<file path="config.mk">
export PLATFORM = sky130hd
export DESIGN_NAME = pce_io_top
export DESIGN_NICKNAME = d
export VERILOG_FILES = /design/src/pce_io_pkg.sv /design/src/ctrl_bus_if.sv /design/src/audio_mixer.sv /design/src/cheat_code_loader.sv /design/src/mouse_tracker.sv /design/src/pad_port_mux.sv /design/src/pce_io_top.sv
export SDC_FILE = /design/constraint.sdc
export NUM_CORES = 1
export LEC_CHECK = 0
export ABC_AREA = 1
export BUFFER_PORTS_ARGS = -buffer_cell sky130_fd_sc_hd__buf_2
export CORE_MARGIN = 1.5
export CORE_UTILIZATION = 53
export CTS_CLUSTER_DIAMETER = 80
export CTS_CLUSTER_SIZE = 20
export DETAILED_ROUTE_END_ITERATION = 12
export PLACE_DENSITY = 0.8
export SYNTH_ARGS = -nofsm -noshare
export SYNTH_HDL_FRONTEND = slang
export SYNTH_SLANG_ARGS = --single-unit
</file>
<file path="constraint.sdc">
create_clock -name clk_sys -period 3.35 [get_ports clk_sys]
set_input_delay 0.67 -clock clk_sys [delete_from_list [all_inputs] [get_ports clk_sys]]
set_output_delay 0.67 -clock clk_sys [all_outputs]
set_load 0.02 [all_outputs]
</file>
<file path="src/pce_io_pkg.sv">
// Widths, limits, bit positions and data types for the console I/O logic
package pce_io_pkg;

	// ========================================
	// Widths and limits
	// ========================================
	localparam int NUM_PADS     = 5;
	localparam int PORT_W       = 3;
	localparam int MOUSE_IDLE_W = 15;
	localparam int CODE_WORDS   = 8;
	localparam int SAMPLE_W     = 16;
	localparam int MIX_HEADROOM = 2;

	// Byte offset of the last download word
	localparam logic [3:0] CODE_LAST_OFFSET = 4'((CODE_WORDS - 1) * 2);

	// ========================================
	// Host pad bit order
	// ========================================
	localparam int BTN_RIGHT  = 0;
	localparam int BTN_LEFT   = 1;
	localparam int BTN_DOWN   = 2;
	localparam int BTN_UP     = 3;
	localparam int BTN_I      = 4;
	localparam int BTN_II     = 5;
	localparam int BTN_SELECT = 6;
	localparam int BTN_RUN    = 7;
	localparam int BTN_III    = 8;
	localparam int BTN_IV     = 9;
	localparam int BTN_V      = 10;
	localparam int BTN_VI     = 11;

	// PS/2 mouse report fields
	localparam int MS_BTN_LEFT  = 0;
	localparam int MS_BTN_RIGHT = 1;
	localparam int MS_X_LSB     = 8;
	localparam int MS_Y_LSB     = 16;
	localparam int MS_STROBE    = 24;

	// ========================================
	// Types
	// ========================================
	typedef logic [11:0] pad_buttons_t;
	typedef logic [3:0]  pad_nibble_t;
	typedef logic [24:0] ps2_mouse_t;

	// Same field order as the download stream, flags on top
	typedef struct packed {
		logic [31:0] flags;
		logic [31:0] address;
		logic [31:0] compare;
		logic [31:0] replace;
	} cheat_code_t;

	typedef logic signed [SAMPLE_W-1:0]              sample_t;
	typedef logic signed [SAMPLE_W+MIX_HEADROOM-1:0] mix_acc_t;

endpackage

</file>
<file path="src/ctrl_bus_if.sv">
// Pad select/clear lines and mouse reply nibble between port and mouse logic
interface ctrl_bus_if import pce_io_pkg::*; ();

	// Copies of the console joy_out pair
	logic sel;
	logic clr;

	// Single-cycle pulse on a rising clear
	logic clr_rise;

	// Active-low mouse reply
	// With sel high this is the current motion nibble,
	// with sel low only bits 1:0 matter (right, left buttons)
	pad_nibble_t mouse_nibble;

	modport port_side (
		output sel,
		output clr,
		output clr_rise,
		input  mouse_nibble
	);

	modport mouse_side (
		input  sel,
		input  clr,
		input  clr_rise,
		output mouse_nibble
	);

endinterface

</file>
<file path="src/audio_mixer.sv">
// Two-stage stereo mix of CD-DA, PSG and ADPCM with 1.25 gain
module audio_mixer import pce_io_pkg::*; (
	input  logic    clk_sys,
	input  logic    reset,
	input  sample_t cdda_l,
	input  sample_t cdda_r,
	input  sample_t psg_l,
	input  sample_t psg_r,
	input  sample_t adpcm,
	output sample_t audio_l,
	output sample_t audio_r
);

	mix_acc_t pre_l;
	mix_acc_t pre_r;
	mix_acc_t mix_l;
	mix_acc_t mix_r;

	// ========================================
	// Sum, then 1 + 1/4 gain
	// ========================================
	always_ff @(posedge clk_sys) begin
		if (reset) begin
			pre_l <= '0;
			pre_r <= '0;
			mix_l <= '0;
			mix_r <= '0;
		end else begin
			// ADPCM is mono and feeds both sides
			pre_l <= mix_acc_t'(cdda_l) + mix_acc_t'(psg_l) + mix_acc_t'(adpcm);
			pre_r <= mix_acc_t'(cdda_r) + mix_acc_t'(psg_r) + mix_acc_t'(adpcm);
			mix_l <= pre_l + (pre_l >>> 2);
			mix_r <= pre_r + (pre_r >>> 2);
		end
	end

	// Drop the headroom bits at the bottom
	assign audio_l = mix_l[SAMPLE_W+MIX_HEADROOM-1:MIX_HEADROOM];
	assign audio_r = mix_r[SAMPLE_W+MIX_HEADROOM-1:MIX_HEADROOM];

endmodule

</file>
<file path="src/cheat_code_loader.sv">
// Cheat code assembly from 16-bit download words with a load strobe
module cheat_code_loader import pce_io_pkg::*; (
	input  logic        clk_sys,
	input  logic        reset,
	input  logic        code_download,
	input  logic        ioctl_wr,
	input  logic [3:0]  ioctl_addr,
	input  logic [15:0] ioctl_dout,
	output cheat_code_t code,
	output logic        code_load
);

	logic code_wr;

	assign code_wr = code_download & ioctl_wr;

	// ========================================
	// Word placement
	// ========================================
	// Low half of each field arrives first
	always_ff @(posedge clk_sys) begin
		if (code_wr && !ioctl_addr[0]) begin
			case (ioctl_addr[3:1])
				3'd0: code.flags[15:0]    <= ioctl_dout;
				3'd1: code.flags[31:16]   <= ioctl_dout;
				3'd2: code.address[15:0]  <= ioctl_dout;
				3'd3: code.address[31:16] <= ioctl_dout;
				3'd4: code.compare[15:0]  <= ioctl_dout;
				3'd5: code.compare[31:16] <= ioctl_dout;
				3'd6: code.replace[15:0]  <= ioctl_dout;
				default: code.replace[31:16] <= ioctl_dout;
			endcase
		end
	end

	// Last word completes the code
	always_ff @(posedge clk_sys) begin
		if (reset)
			code_load <= 1'b0;
		else
			code_load <= code_wr && (ioctl_addr == CODE_LAST_OFFSET);
	end

endmodule

</file>
<file path="src/mouse_tracker.sv">
// PC Engine mouse: PS/2 motion capture, idle timeout and nibble sequencing
module mouse_tracker import pce_io_pkg::*; (
	input  logic           clk_sys,
	input  logic           reset,
	input  ps2_mouse_t     ps2_mouse,
	ctrl_bus_if.mouse_side bus
);

	ps2_mouse_t              ps2_q;
	logic                    stb_prev;
	logic [7:0]              pend_x;
	logic [7:0]              pend_y;
	logic [7:0]              cur_x;
	logic [7:0]              cur_y;
	logic [MOUSE_IDLE_W-1:0] idle_cnt;
	logic [1:0]              step;
	pad_nibble_t             motion;

	// Report input stage
	always_ff @(posedge clk_sys) begin
		ps2_q <= ps2_mouse;
	end

	// ========================================
	// Capture, timeout and step counter
	// ========================================
	always_ff @(posedge clk_sys) begin
		if (reset) begin
			stb_prev <= 1'b0;
			idle_cnt <= '0;
			step     <= 2'd3;
			pend_x   <= '0;
			pend_y   <= '0;
			cur_x    <= '0;
			cur_y    <= '0;
		end else begin
			stb_prev <= ps2_q[MS_STROBE];

			// Long clear-low gap means the console gave up mid-read
			if (bus.clr)
				idle_cnt <= '0;
			else if (!(&idle_cnt))
				idle_cnt <= idle_cnt + 1'b1;

			if (&idle_cnt)
				step <= 2'd3;

			if (bus.clr_rise) begin
				step <= step + 1'b1;
				// End of a four-step read, hand pending motion over
				if (step == 2'd3) begin
					cur_x  <= pend_x;
					cur_y  <= pend_y;
					pend_x <= '0;
					pend_y <= '0;
				end
			end

			// New report wins over the handover clear
			if (ps2_q[MS_STROBE] != stb_prev) begin
				pend_x <= 8'd0 - ps2_q[MS_X_LSB +: 8];
				pend_y <= ps2_q[MS_Y_LSB +: 8];
			end
		end
	end

	always_comb begin
		case (step)
			2'd0:    motion = cur_x[7:4];
			2'd1:    motion = cur_x[3:0];
			2'd2:    motion = cur_y[7:4];
			default: motion = cur_y[3:0];
		endcase
	end

	// Buttons ride on the low bits while sel is low
	assign bus.mouse_nibble = bus.sel ? motion :
		{2'b11, ~ps2_q[MS_BTN_LEFT], ~ps2_q[MS_BTN_RIGHT]};

endmodule

</file>
<file path="src/pad_port_mux.sv">
// Controller port: multitap stepping, 6-button phase and console reply nibble
module pad_port_mux import pce_io_pkg::*; (
	input  logic          clk_sys,
	input  logic          reset,
	input  pad_buttons_t  joy_0,
	input  pad_buttons_t  joy_1,
	input  pad_buttons_t  joy_2,
	input  pad_buttons_t  joy_3,
	input  pad_buttons_t  joy_4,
	input  logic          multitap_en,
	input  logic          six_button_en,
	input  logic [1:0]    joy_out,
	output pad_nibble_t   joy_in,
	input  logic          mouse_en,
	ctrl_bus_if.port_side bus
);

	logic [1:0]        joy_prev;
	logic [PORT_W-1:0] port;
	logic              phase;
	logic              sel_rise;
	logic              pad_valid;
	pad_buttons_t      pad;
	pad_nibble_t       nibble;

	// ========================================
	// Edge detection on joy_out
	// ========================================
	assign bus.sel      = joy_out[0];
	assign bus.clr      = joy_out[1];
	assign bus.clr_rise = joy_out[1] & ~joy_prev[1];
	assign sel_rise     = joy_out[0] & ~joy_prev[0];

	// Ports past the last pad are empty
	assign pad_valid = port < PORT_W'(NUM_PADS);

	always_comb begin
		case (port)
			3'd1:    pad = joy_1;
			3'd2:    pad = joy_2;
			3'd3:    pad = joy_3;
			3'd4:    pad = joy_4;
			default: pad = joy_0;
		endcase
	end

	// ========================================
	// Reply nibble, active low
	// ========================================
	always_comb begin
		if (!pad_valid) begin
			nibble = joy_out[0] ? 4'b0000 : 4'b1111;
		end else if (mouse_en && port == '0) begin
			// Mouse ignores the 6-button phase
			if (joy_out[0])
				nibble = bus.mouse_nibble;
			else
				nibble = {~joy_0[BTN_RUN], ~joy_0[BTN_SELECT], bus.mouse_nibble[1:0]};
		end else if (!phase) begin
			if (joy_out[0])
				nibble = ~{pad[BTN_LEFT], pad[BTN_DOWN], pad[BTN_RIGHT], pad[BTN_UP]};
			else
				nibble = ~{pad[BTN_RUN], pad[BTN_SELECT], pad[BTN_II], pad[BTN_I]};
		end else begin
			// Extra buttons on the low half, all lines low as the 6-button ID
			if (joy_out[0])
				nibble = 4'b0000;
			else
				nibble = ~{pad[BTN_VI], pad[BTN_V], pad[BTN_IV], pad[BTN_III]};
		end
	end

	// Port counter, phase and latched reply
	always_ff @(posedge clk_sys) begin
		if (reset) begin
			joy_prev <= '0;
			port     <= '0;
			phase    <= 1'b0;
			joy_in   <= '0;
		end else begin
			joy_prev <= joy_out;
			if (joy_out[1]) begin
				port   <= '0;
				joy_in <= '0;
				if (!joy_prev[1])
					phase <= ~phase & six_button_en;
			end else begin
				joy_in <= nibble;
				if (sel_rise && multitap_en)
					port <= port + 1'b1;
			end
		end
	end

endmodule

</file>
<file path="src/pce_io_top.sv">
// Top level of the console I/O logic: controller port, mouse, cheats, audio
module pce_io_top import pce_io_pkg::*; (
	input  logic         clk_sys,
	input  logic         reset,

	// Controller port
	input  pad_buttons_t joy_0,
	input  pad_buttons_t joy_1,
	input  pad_buttons_t joy_2,
	input  pad_buttons_t joy_3,
	input  pad_buttons_t joy_4,
	input  logic         multitap_en,
	input  logic         six_button_en,
	input  logic         mouse_en,
	input  logic [1:0]   joy_out,
	output pad_nibble_t  joy_in,
	input  ps2_mouse_t   ps2_mouse,

	// Cheat download
	input  logic         code_download,
	input  logic         ioctl_wr,
	input  logic [3:0]   ioctl_addr,
	input  logic [15:0]  ioctl_dout,
	output cheat_code_t  code,
	output logic         code_load,

	// Audio
	input  sample_t      cdda_l,
	input  sample_t      cdda_r,
	input  sample_t      psg_l,
	input  sample_t      psg_r,
	input  sample_t      adpcm,
	output sample_t      audio_l,
	output sample_t      audio_r
);

	ctrl_bus_if bus ();

	// ========================================
	// Controller port and mouse
	// ========================================
	pad_port_mux u_pad_port_mux (
		.clk_sys       (clk_sys),
		.reset         (reset),
		.joy_0         (joy_0),
		.joy_1         (joy_1),
		.joy_2         (joy_2),
		.joy_3         (joy_3),
		.joy_4         (joy_4),
		.multitap_en   (multitap_en),
		.six_button_en (six_button_en),
		.joy_out       (joy_out),
		.joy_in        (joy_in),
		.mouse_en      (mouse_en),
		.bus           (bus.port_side)
	);

	mouse_tracker u_mouse_tracker (
		.clk_sys   (clk_sys),
		.reset     (reset),
		.ps2_mouse (ps2_mouse),
		.bus       (bus.mouse_side)
	);

	// ========================================
	// Cheats and audio
	// ========================================
	cheat_code_loader u_cheat_code_loader (
		.clk_sys       (clk_sys),
		.reset         (reset),
		.code_download (code_download),
		.ioctl_wr      (ioctl_wr),
		.ioctl_addr    (ioctl_addr),
		.ioctl_dout    (ioctl_dout),
		.code          (code),
		.code_load     (code_load)
	);

	audio_mixer u_audio_mixer (
		.clk_sys (clk_sys),
		.reset   (reset),
		.cdda_l  (cdda_l),
		.cdda_r  (cdda_r),
		.psg_l   (psg_l),
		.psg_r   (psg_r),
		.adpcm   (adpcm),
		.audio_l (audio_l),
		.audio_r (audio_r)
	);

endmodule

</file>
-- Word-level counts from Yosys, hierarchy flattened
Index checks and enable logic that the tools add are counted.
- word-level logic and storage cells: 107
- memories kept: 0
- memory bits (writable): 0
- output and inout port bits: 165
- input port bits: 194
- bits in latches: 0
- memory bits (read-only): 0
- flip-flop bits (word level): 286
- multiply operators: 0
- divide/modulo/power cells: 0
- eq/ne operators: 15
- shift-type cells: 0
- bitwise gates (word level): 15
- order comparisons: 1
- reductions and logical operators: 25
- add/sub/neg operators: 10
- mux-type cells: 16
- operator list (kind ; count):
    $pmux 12 s4 ; 1
    $add 17x16->18 ; 2
    $add 18x16->18 ; 2
    $add 16x16->17 ; 2
    $mux 4 ; 8
    $mux 8 ; 4
    $reduce_and 2->1 ; 11
    $add 15x1->15 const B ; 1
    $reduce_and 15->1 ; 1
    $eq 3x2->1 const B ; 4
    $eq 3x3->1 const B ; 4
    $not 4->4 ; 3
    $pmux 4 s3 ; 1
    $not 1->1 ; 8
    $sub 1x8->8 const A ; 1
    $reduce_or 7->1 ; 1
    $eq 3x1->1 const B ; 2
    $logic_not 3->1 ; 2
    $reduce_bool 2->1 ; 3
    $and 1x1->1 ; 4
    $eq 2x2->1 const B ; 2
    $eq 4x4->1 const B ; 1
    $logic_and 1x1->1 ; 4
    $mux 2 ; 2
    8 further kinds ; 8

-- Logic depth before layout (Yosys ltp)
- word-level depth: 7
- gate-level depth with buffers: 15
- mapped depth without buffers: 15

-- By module
A second synthesis with hierarchy kept.
- cells, all modules: 1587
- area total of the unflattened synthesis: 13880.8 µm²
- by module, submodules not included (module ; instances ; area an instance (µm²) ; cells an instance ; seq. area each (µm²)):
    audio_mixer ; 1 ; 5805.6 ; 850 ; 1361.3
    cheat_code_loader ; 1 ; 3966.3 ; 154 ; 3863.7
    mouse_tracker ; 1 ; 2850.2 ; 355 ; 1381.3
    pad_port_mux ; 1 ; 1258.7 ; 228 ; 200.2

-- Worst setup path before layout
No wires, ideal clock.
- path kind: input port to flip-flop
- from: input port cdda_l[1]
- to: register u_audio_mixer.pre_l[15]
- path slack: 0.708 ns
- arrival time: 2.527 ns
- path buffers: 0
- stages: 11
- library setup time: 0.115 ns
- data required time: 3.235 ns
- cell sequence: fa_1 > ha_1 > inv_1 > fa_1 > inv_1 > nand2_1 > o21ai_2 > a21oi_1 > nand3b_1 > a21oi_1 > nor2_1
- cells in the longest elaborated chain, start to end: 2
- RTL lines (item ; RTL line ; text):
    start, declared ; pce_io_top.sv:28 ; input sample_t cdda_l,
    $add 16x16->17 ; audio_mixer.sv:30 ; pre_l <= mix_acc_t'(cdda_l) + mix_acc_t'(psg_l) + mix_acc_t'(adpcm);
    $add 17x16->18 ; audio_mixer.sv:30 ;
    end signal, assigned ; audio_mixer.sv:30 ;
    end, declared ; audio_mixer.sv:14 ; mix_acc_t pre_l;
Every way passes these cells.
A chain may end at the register's enable or synchronous reset.

-- Worst setup path after layout
- from: input port adpcm[0]
- to: register u_audio_mixer.pre_l[17]
- cells in the longest elaborated chain, start to end: 1
- RTL lines (item ; RTL line ; text):
    start, declared ; pce_io_top.sv:32 ; input sample_t adpcm,
    $add 17x16->18 ; audio_mixer.sv:30 ;
Every way passes these cells.

==> results_dict.tcl <==
set metrics [dict create \
    wirelength_um 33700 \
    avgSynthCellArea_um2 9.06 \
    yosys.area.top_type "edfxtp_1" \
    fin_skew_ns 0.0160 \
    r2r_setup_slack_ns 1.09 \
    worstPathRequired_ns 3.78 \
    drtAntennaViolNets 0 \
    p_total_mw 8.50 \
    grt_pass1_wl_um 52900 \
    maxCapViolCount 0 \
    worst_skew_pair.late_latency_ns 0.49 \
    reg2regPathDepth 11 \
    grt_usage 0.252 \
    coreArea_mm2 0.0245 \
    max_slew_margin 0.550 \
    fillers 2024 \
    fp.dieW_um 161 \
    synth_cells 1469 \
    ys_ff_latch 276 \
    r2r_start "u_pad_port_mux.port[2]" \
    vdd_drop_max_v 0.000307 \
    avgViaCountPerCell 5.25 \
    synth_edf_count 128 \
    power.internal_mw 5.73 \
    fmax_ghz 0.395 \
    yosysSeqAreaShare 0.511 \
    comb_power_share 0.287 \
    clkPwrFrac 0.252 \
    final-max-slew-violation-count 0 \
    hold_path_end "u_mouse_tracker.ps2_q[24]" \
    fin_crit_ns 2.53 \
    synthArstFlopShare 0 \
    numCtsBuffers 18 \
    critical_path_buf_inv_count 5 \
    end_kind "flip-flop" \
    start_kind "primary input" \
    ys.flop_type "dfxtp_1" \
    grt_overflow 0 \
    start_util 0.544 \
    drtIter0Drc 661 \
    yosysMostFrequentCell "nand2_1" \
    p_leak_nw 7.50 \
    die_h_um 161 \
    regToRegEndpoint "u_pad_port_mux.joy_in[2]" \
    switching_share 0.326 \
    areaGrowthSynthToFinish_pct 20.3 \
    ys_top_cells_by_area "edfxtp_1 29%, dfxtp_1 22%, nand2_1 8.9%" \
    hold_depth 1 \
    worstPathCellList "buf_2 -> inv_1 -> fa_1 -> inv_1 -> ha_1 -> inv_1 -> fa_1 -> inv_1 -> nand2_1 -> o21ai_2 -> nand3_1 -> nand2_1 -> nand3b_1 -> nand2_1 -> nand2_1 -> a21oi_1" \
    grt_max_degree 51 \
    hold_viol 0 \
    nets 2130 \
    setup_viol 0 \
    cts_buffer_depth 3 \
    seqPwrFrac 0.461 \
    clk_pin_slew_ns 0.08 \
    ys_types 49 \
    fp-row-count 57 \
    hold_path.startpoint "ps2_mouse[24]" \
    synth_nets 1772 \
    critPathKind "primary input to flip-flop" \
    num_io_pins 359 \
    grt_pass1_vias 10900 \
    drc 0 \
    cpMaxStageDelayCell "fa_1" \
    rsz0062_at_grt "false" \
    cp_max_fo 4 \
    netlist.area_leader.share 0.289 \
    p_sw_mw 2.77 \
    netlist_area_mm2 0.0133 \
    slowest_delay_ns 0.38 \
    hold_class "primary input to flip-flop" \
    die-area_mm2 0.0261 \
    first_pass_iters 5 \
    min_period_over_period 0.756 \
    portBuffers 352 \
    cpLargestDelayFamily "adder cells" \
    cts_hold_buf 0 \
    clockRootBuffer "clkbuf_16" \
    wire_per_inst_um 15.6 \
    yosys_warnings 0 \
    status "complete, no violations" \
    ctsResizeCount 0 \
    synth_common_cells "317 x nand2_1, 156 x a21oi_1, 153 x nor2_1" \
    clkSinkCount 276 \
    dp_hpwl_um 26400 \
    power.density_mw_per_mm2 531 \
    final_layout_size_suffix_gt1_frac 0.223 \
    place_congestion 0.936 \
    vias 11400 \
    worstPathArrival_ns 2.96 \
    grt_antenna_before_repair 4 \
    tightest_slew_ns 0.675 \
    cts_tree "built" \
    postCtsSetupBuffers 0 \
    tns_ns 0 \
    htree_num_levels 1 \
]
metrics by stage:
stage	instances	worst slack, ns	utilization	area (µm²)	hold WS (ns)
5_1_grt	2164	0.599	0.655	16000	0.255
6_report	2164	0.817	0.655	16000	0.274
3_3_place_gp	2131	0.373	0.632	15500	0.422
4_1_cts	2160	0.828	0.654	16000	0.251
3_5_place_dp	2131	0.319	0.632	15500	0.441
2_1_floorplan	1469	0.708	-	13300	0.411
final cells by class:
class	instances	area, µm²	area share
flip-flops and latches	276	6810	0.425
multi-input cells	1014	5810	0.363
repair buffers	364	1860	0.116
inverters	153	579	0.0362
clock buffers	26	502	0.0313
well taps	324	405	0.0253
clock inverters	3	30.0	0.00188
diodes	4	10.0	0.000625
flip-flops by register name (all words and copies together), names as in the netlist, 2 cells and up:
signal and count:
u_mouse_tracker.step 2, u_audio_mixer.mix_r 16, u_mouse_tracker.ps2_q 19, u_mouse_tracker.cur_x 8, u_audio_mixer.mix_l 16, u_mouse_tracker.cur_y 8, u_audio_mixer.pre_r 18, u_mouse_tracker.idle_cnt 15
u_cheat_code_loader.code 128, u_audio_mixer.pre_l 18, u_pad_port_mux.joy_prev 2, u_mouse_tracker.pend_y 8, u_pad_port_mux.port 3, u_mouse_tracker.pend_x 8, u_pad_port_mux.joy_in 4
how the worst max path moves through the flow:
stage	start	endpoint	slack (ns)	cells after the start
after floorplan	cdda_l[1]	u_audio_mixer.pre_l[15]	0.71	11
after global placement	adpcm[0]	u_audio_mixer.pre_l[17]	0.37	16
after detailed placement	adpcm[0]	u_audio_mixer.pre_l[17]	0.32	15
after CTS	adpcm[0]	u_audio_mixer.pre_l[17]	0.83	16
after global routing	adpcm[0]	u_audio_mixer.pre_l[17]	0.60	16
final	adpcm[0]	u_audio_mixer.pre_l[17]	0.82	16
metal layers:
metal | up-vias | track usage | share of wire
met2 | 411 | 0.451 | 0.50
met5 | - | 0 | 0
met4 | 0 | 0.0896 | 0.030
met3 | 62 | 0.0303 | 0.063
met1 | 5254 | 0.313 | 0.41
li1 | 5642 | - | -
cell usage in the layout, fill, tap and decap left out, types with 8 or more instances in the layout:
cell	instances
buf_2	352
nand2_1	317
a21oi_1	156
nor2_1	153
inv_1	148
dfxtp_1	148
edfxtp_1	128
nand3_1	94
ha_1	75
o21ai_0	72
fa_1	34
clkbuf_16	19
nand4_1	14
nor3_1	13
buf_4	11
o21bai_1	10
a21o_1	8
o21a_1	8
logic make-up after synthesis:
group | share of synthesized area
simple gates | 0.196
buf+inv | 0.0528
flops | 0.511
xor+xnor | 0.00460
compound gates | 0.114
fa+ha+maj | 0.122
power groups by stage:
stage	sequential, mW	combinational (mW)	clock (mW)
CTS	3.93	2.43	2.20
detailed placement	4.00	2.41	0
global route	3.96	2.76	2.32
finish	3.92	2.44	2.14
global placement	4.00	2.36	0
floorplan	4.17	1.52	0
(Power assumes the default switching activity.)
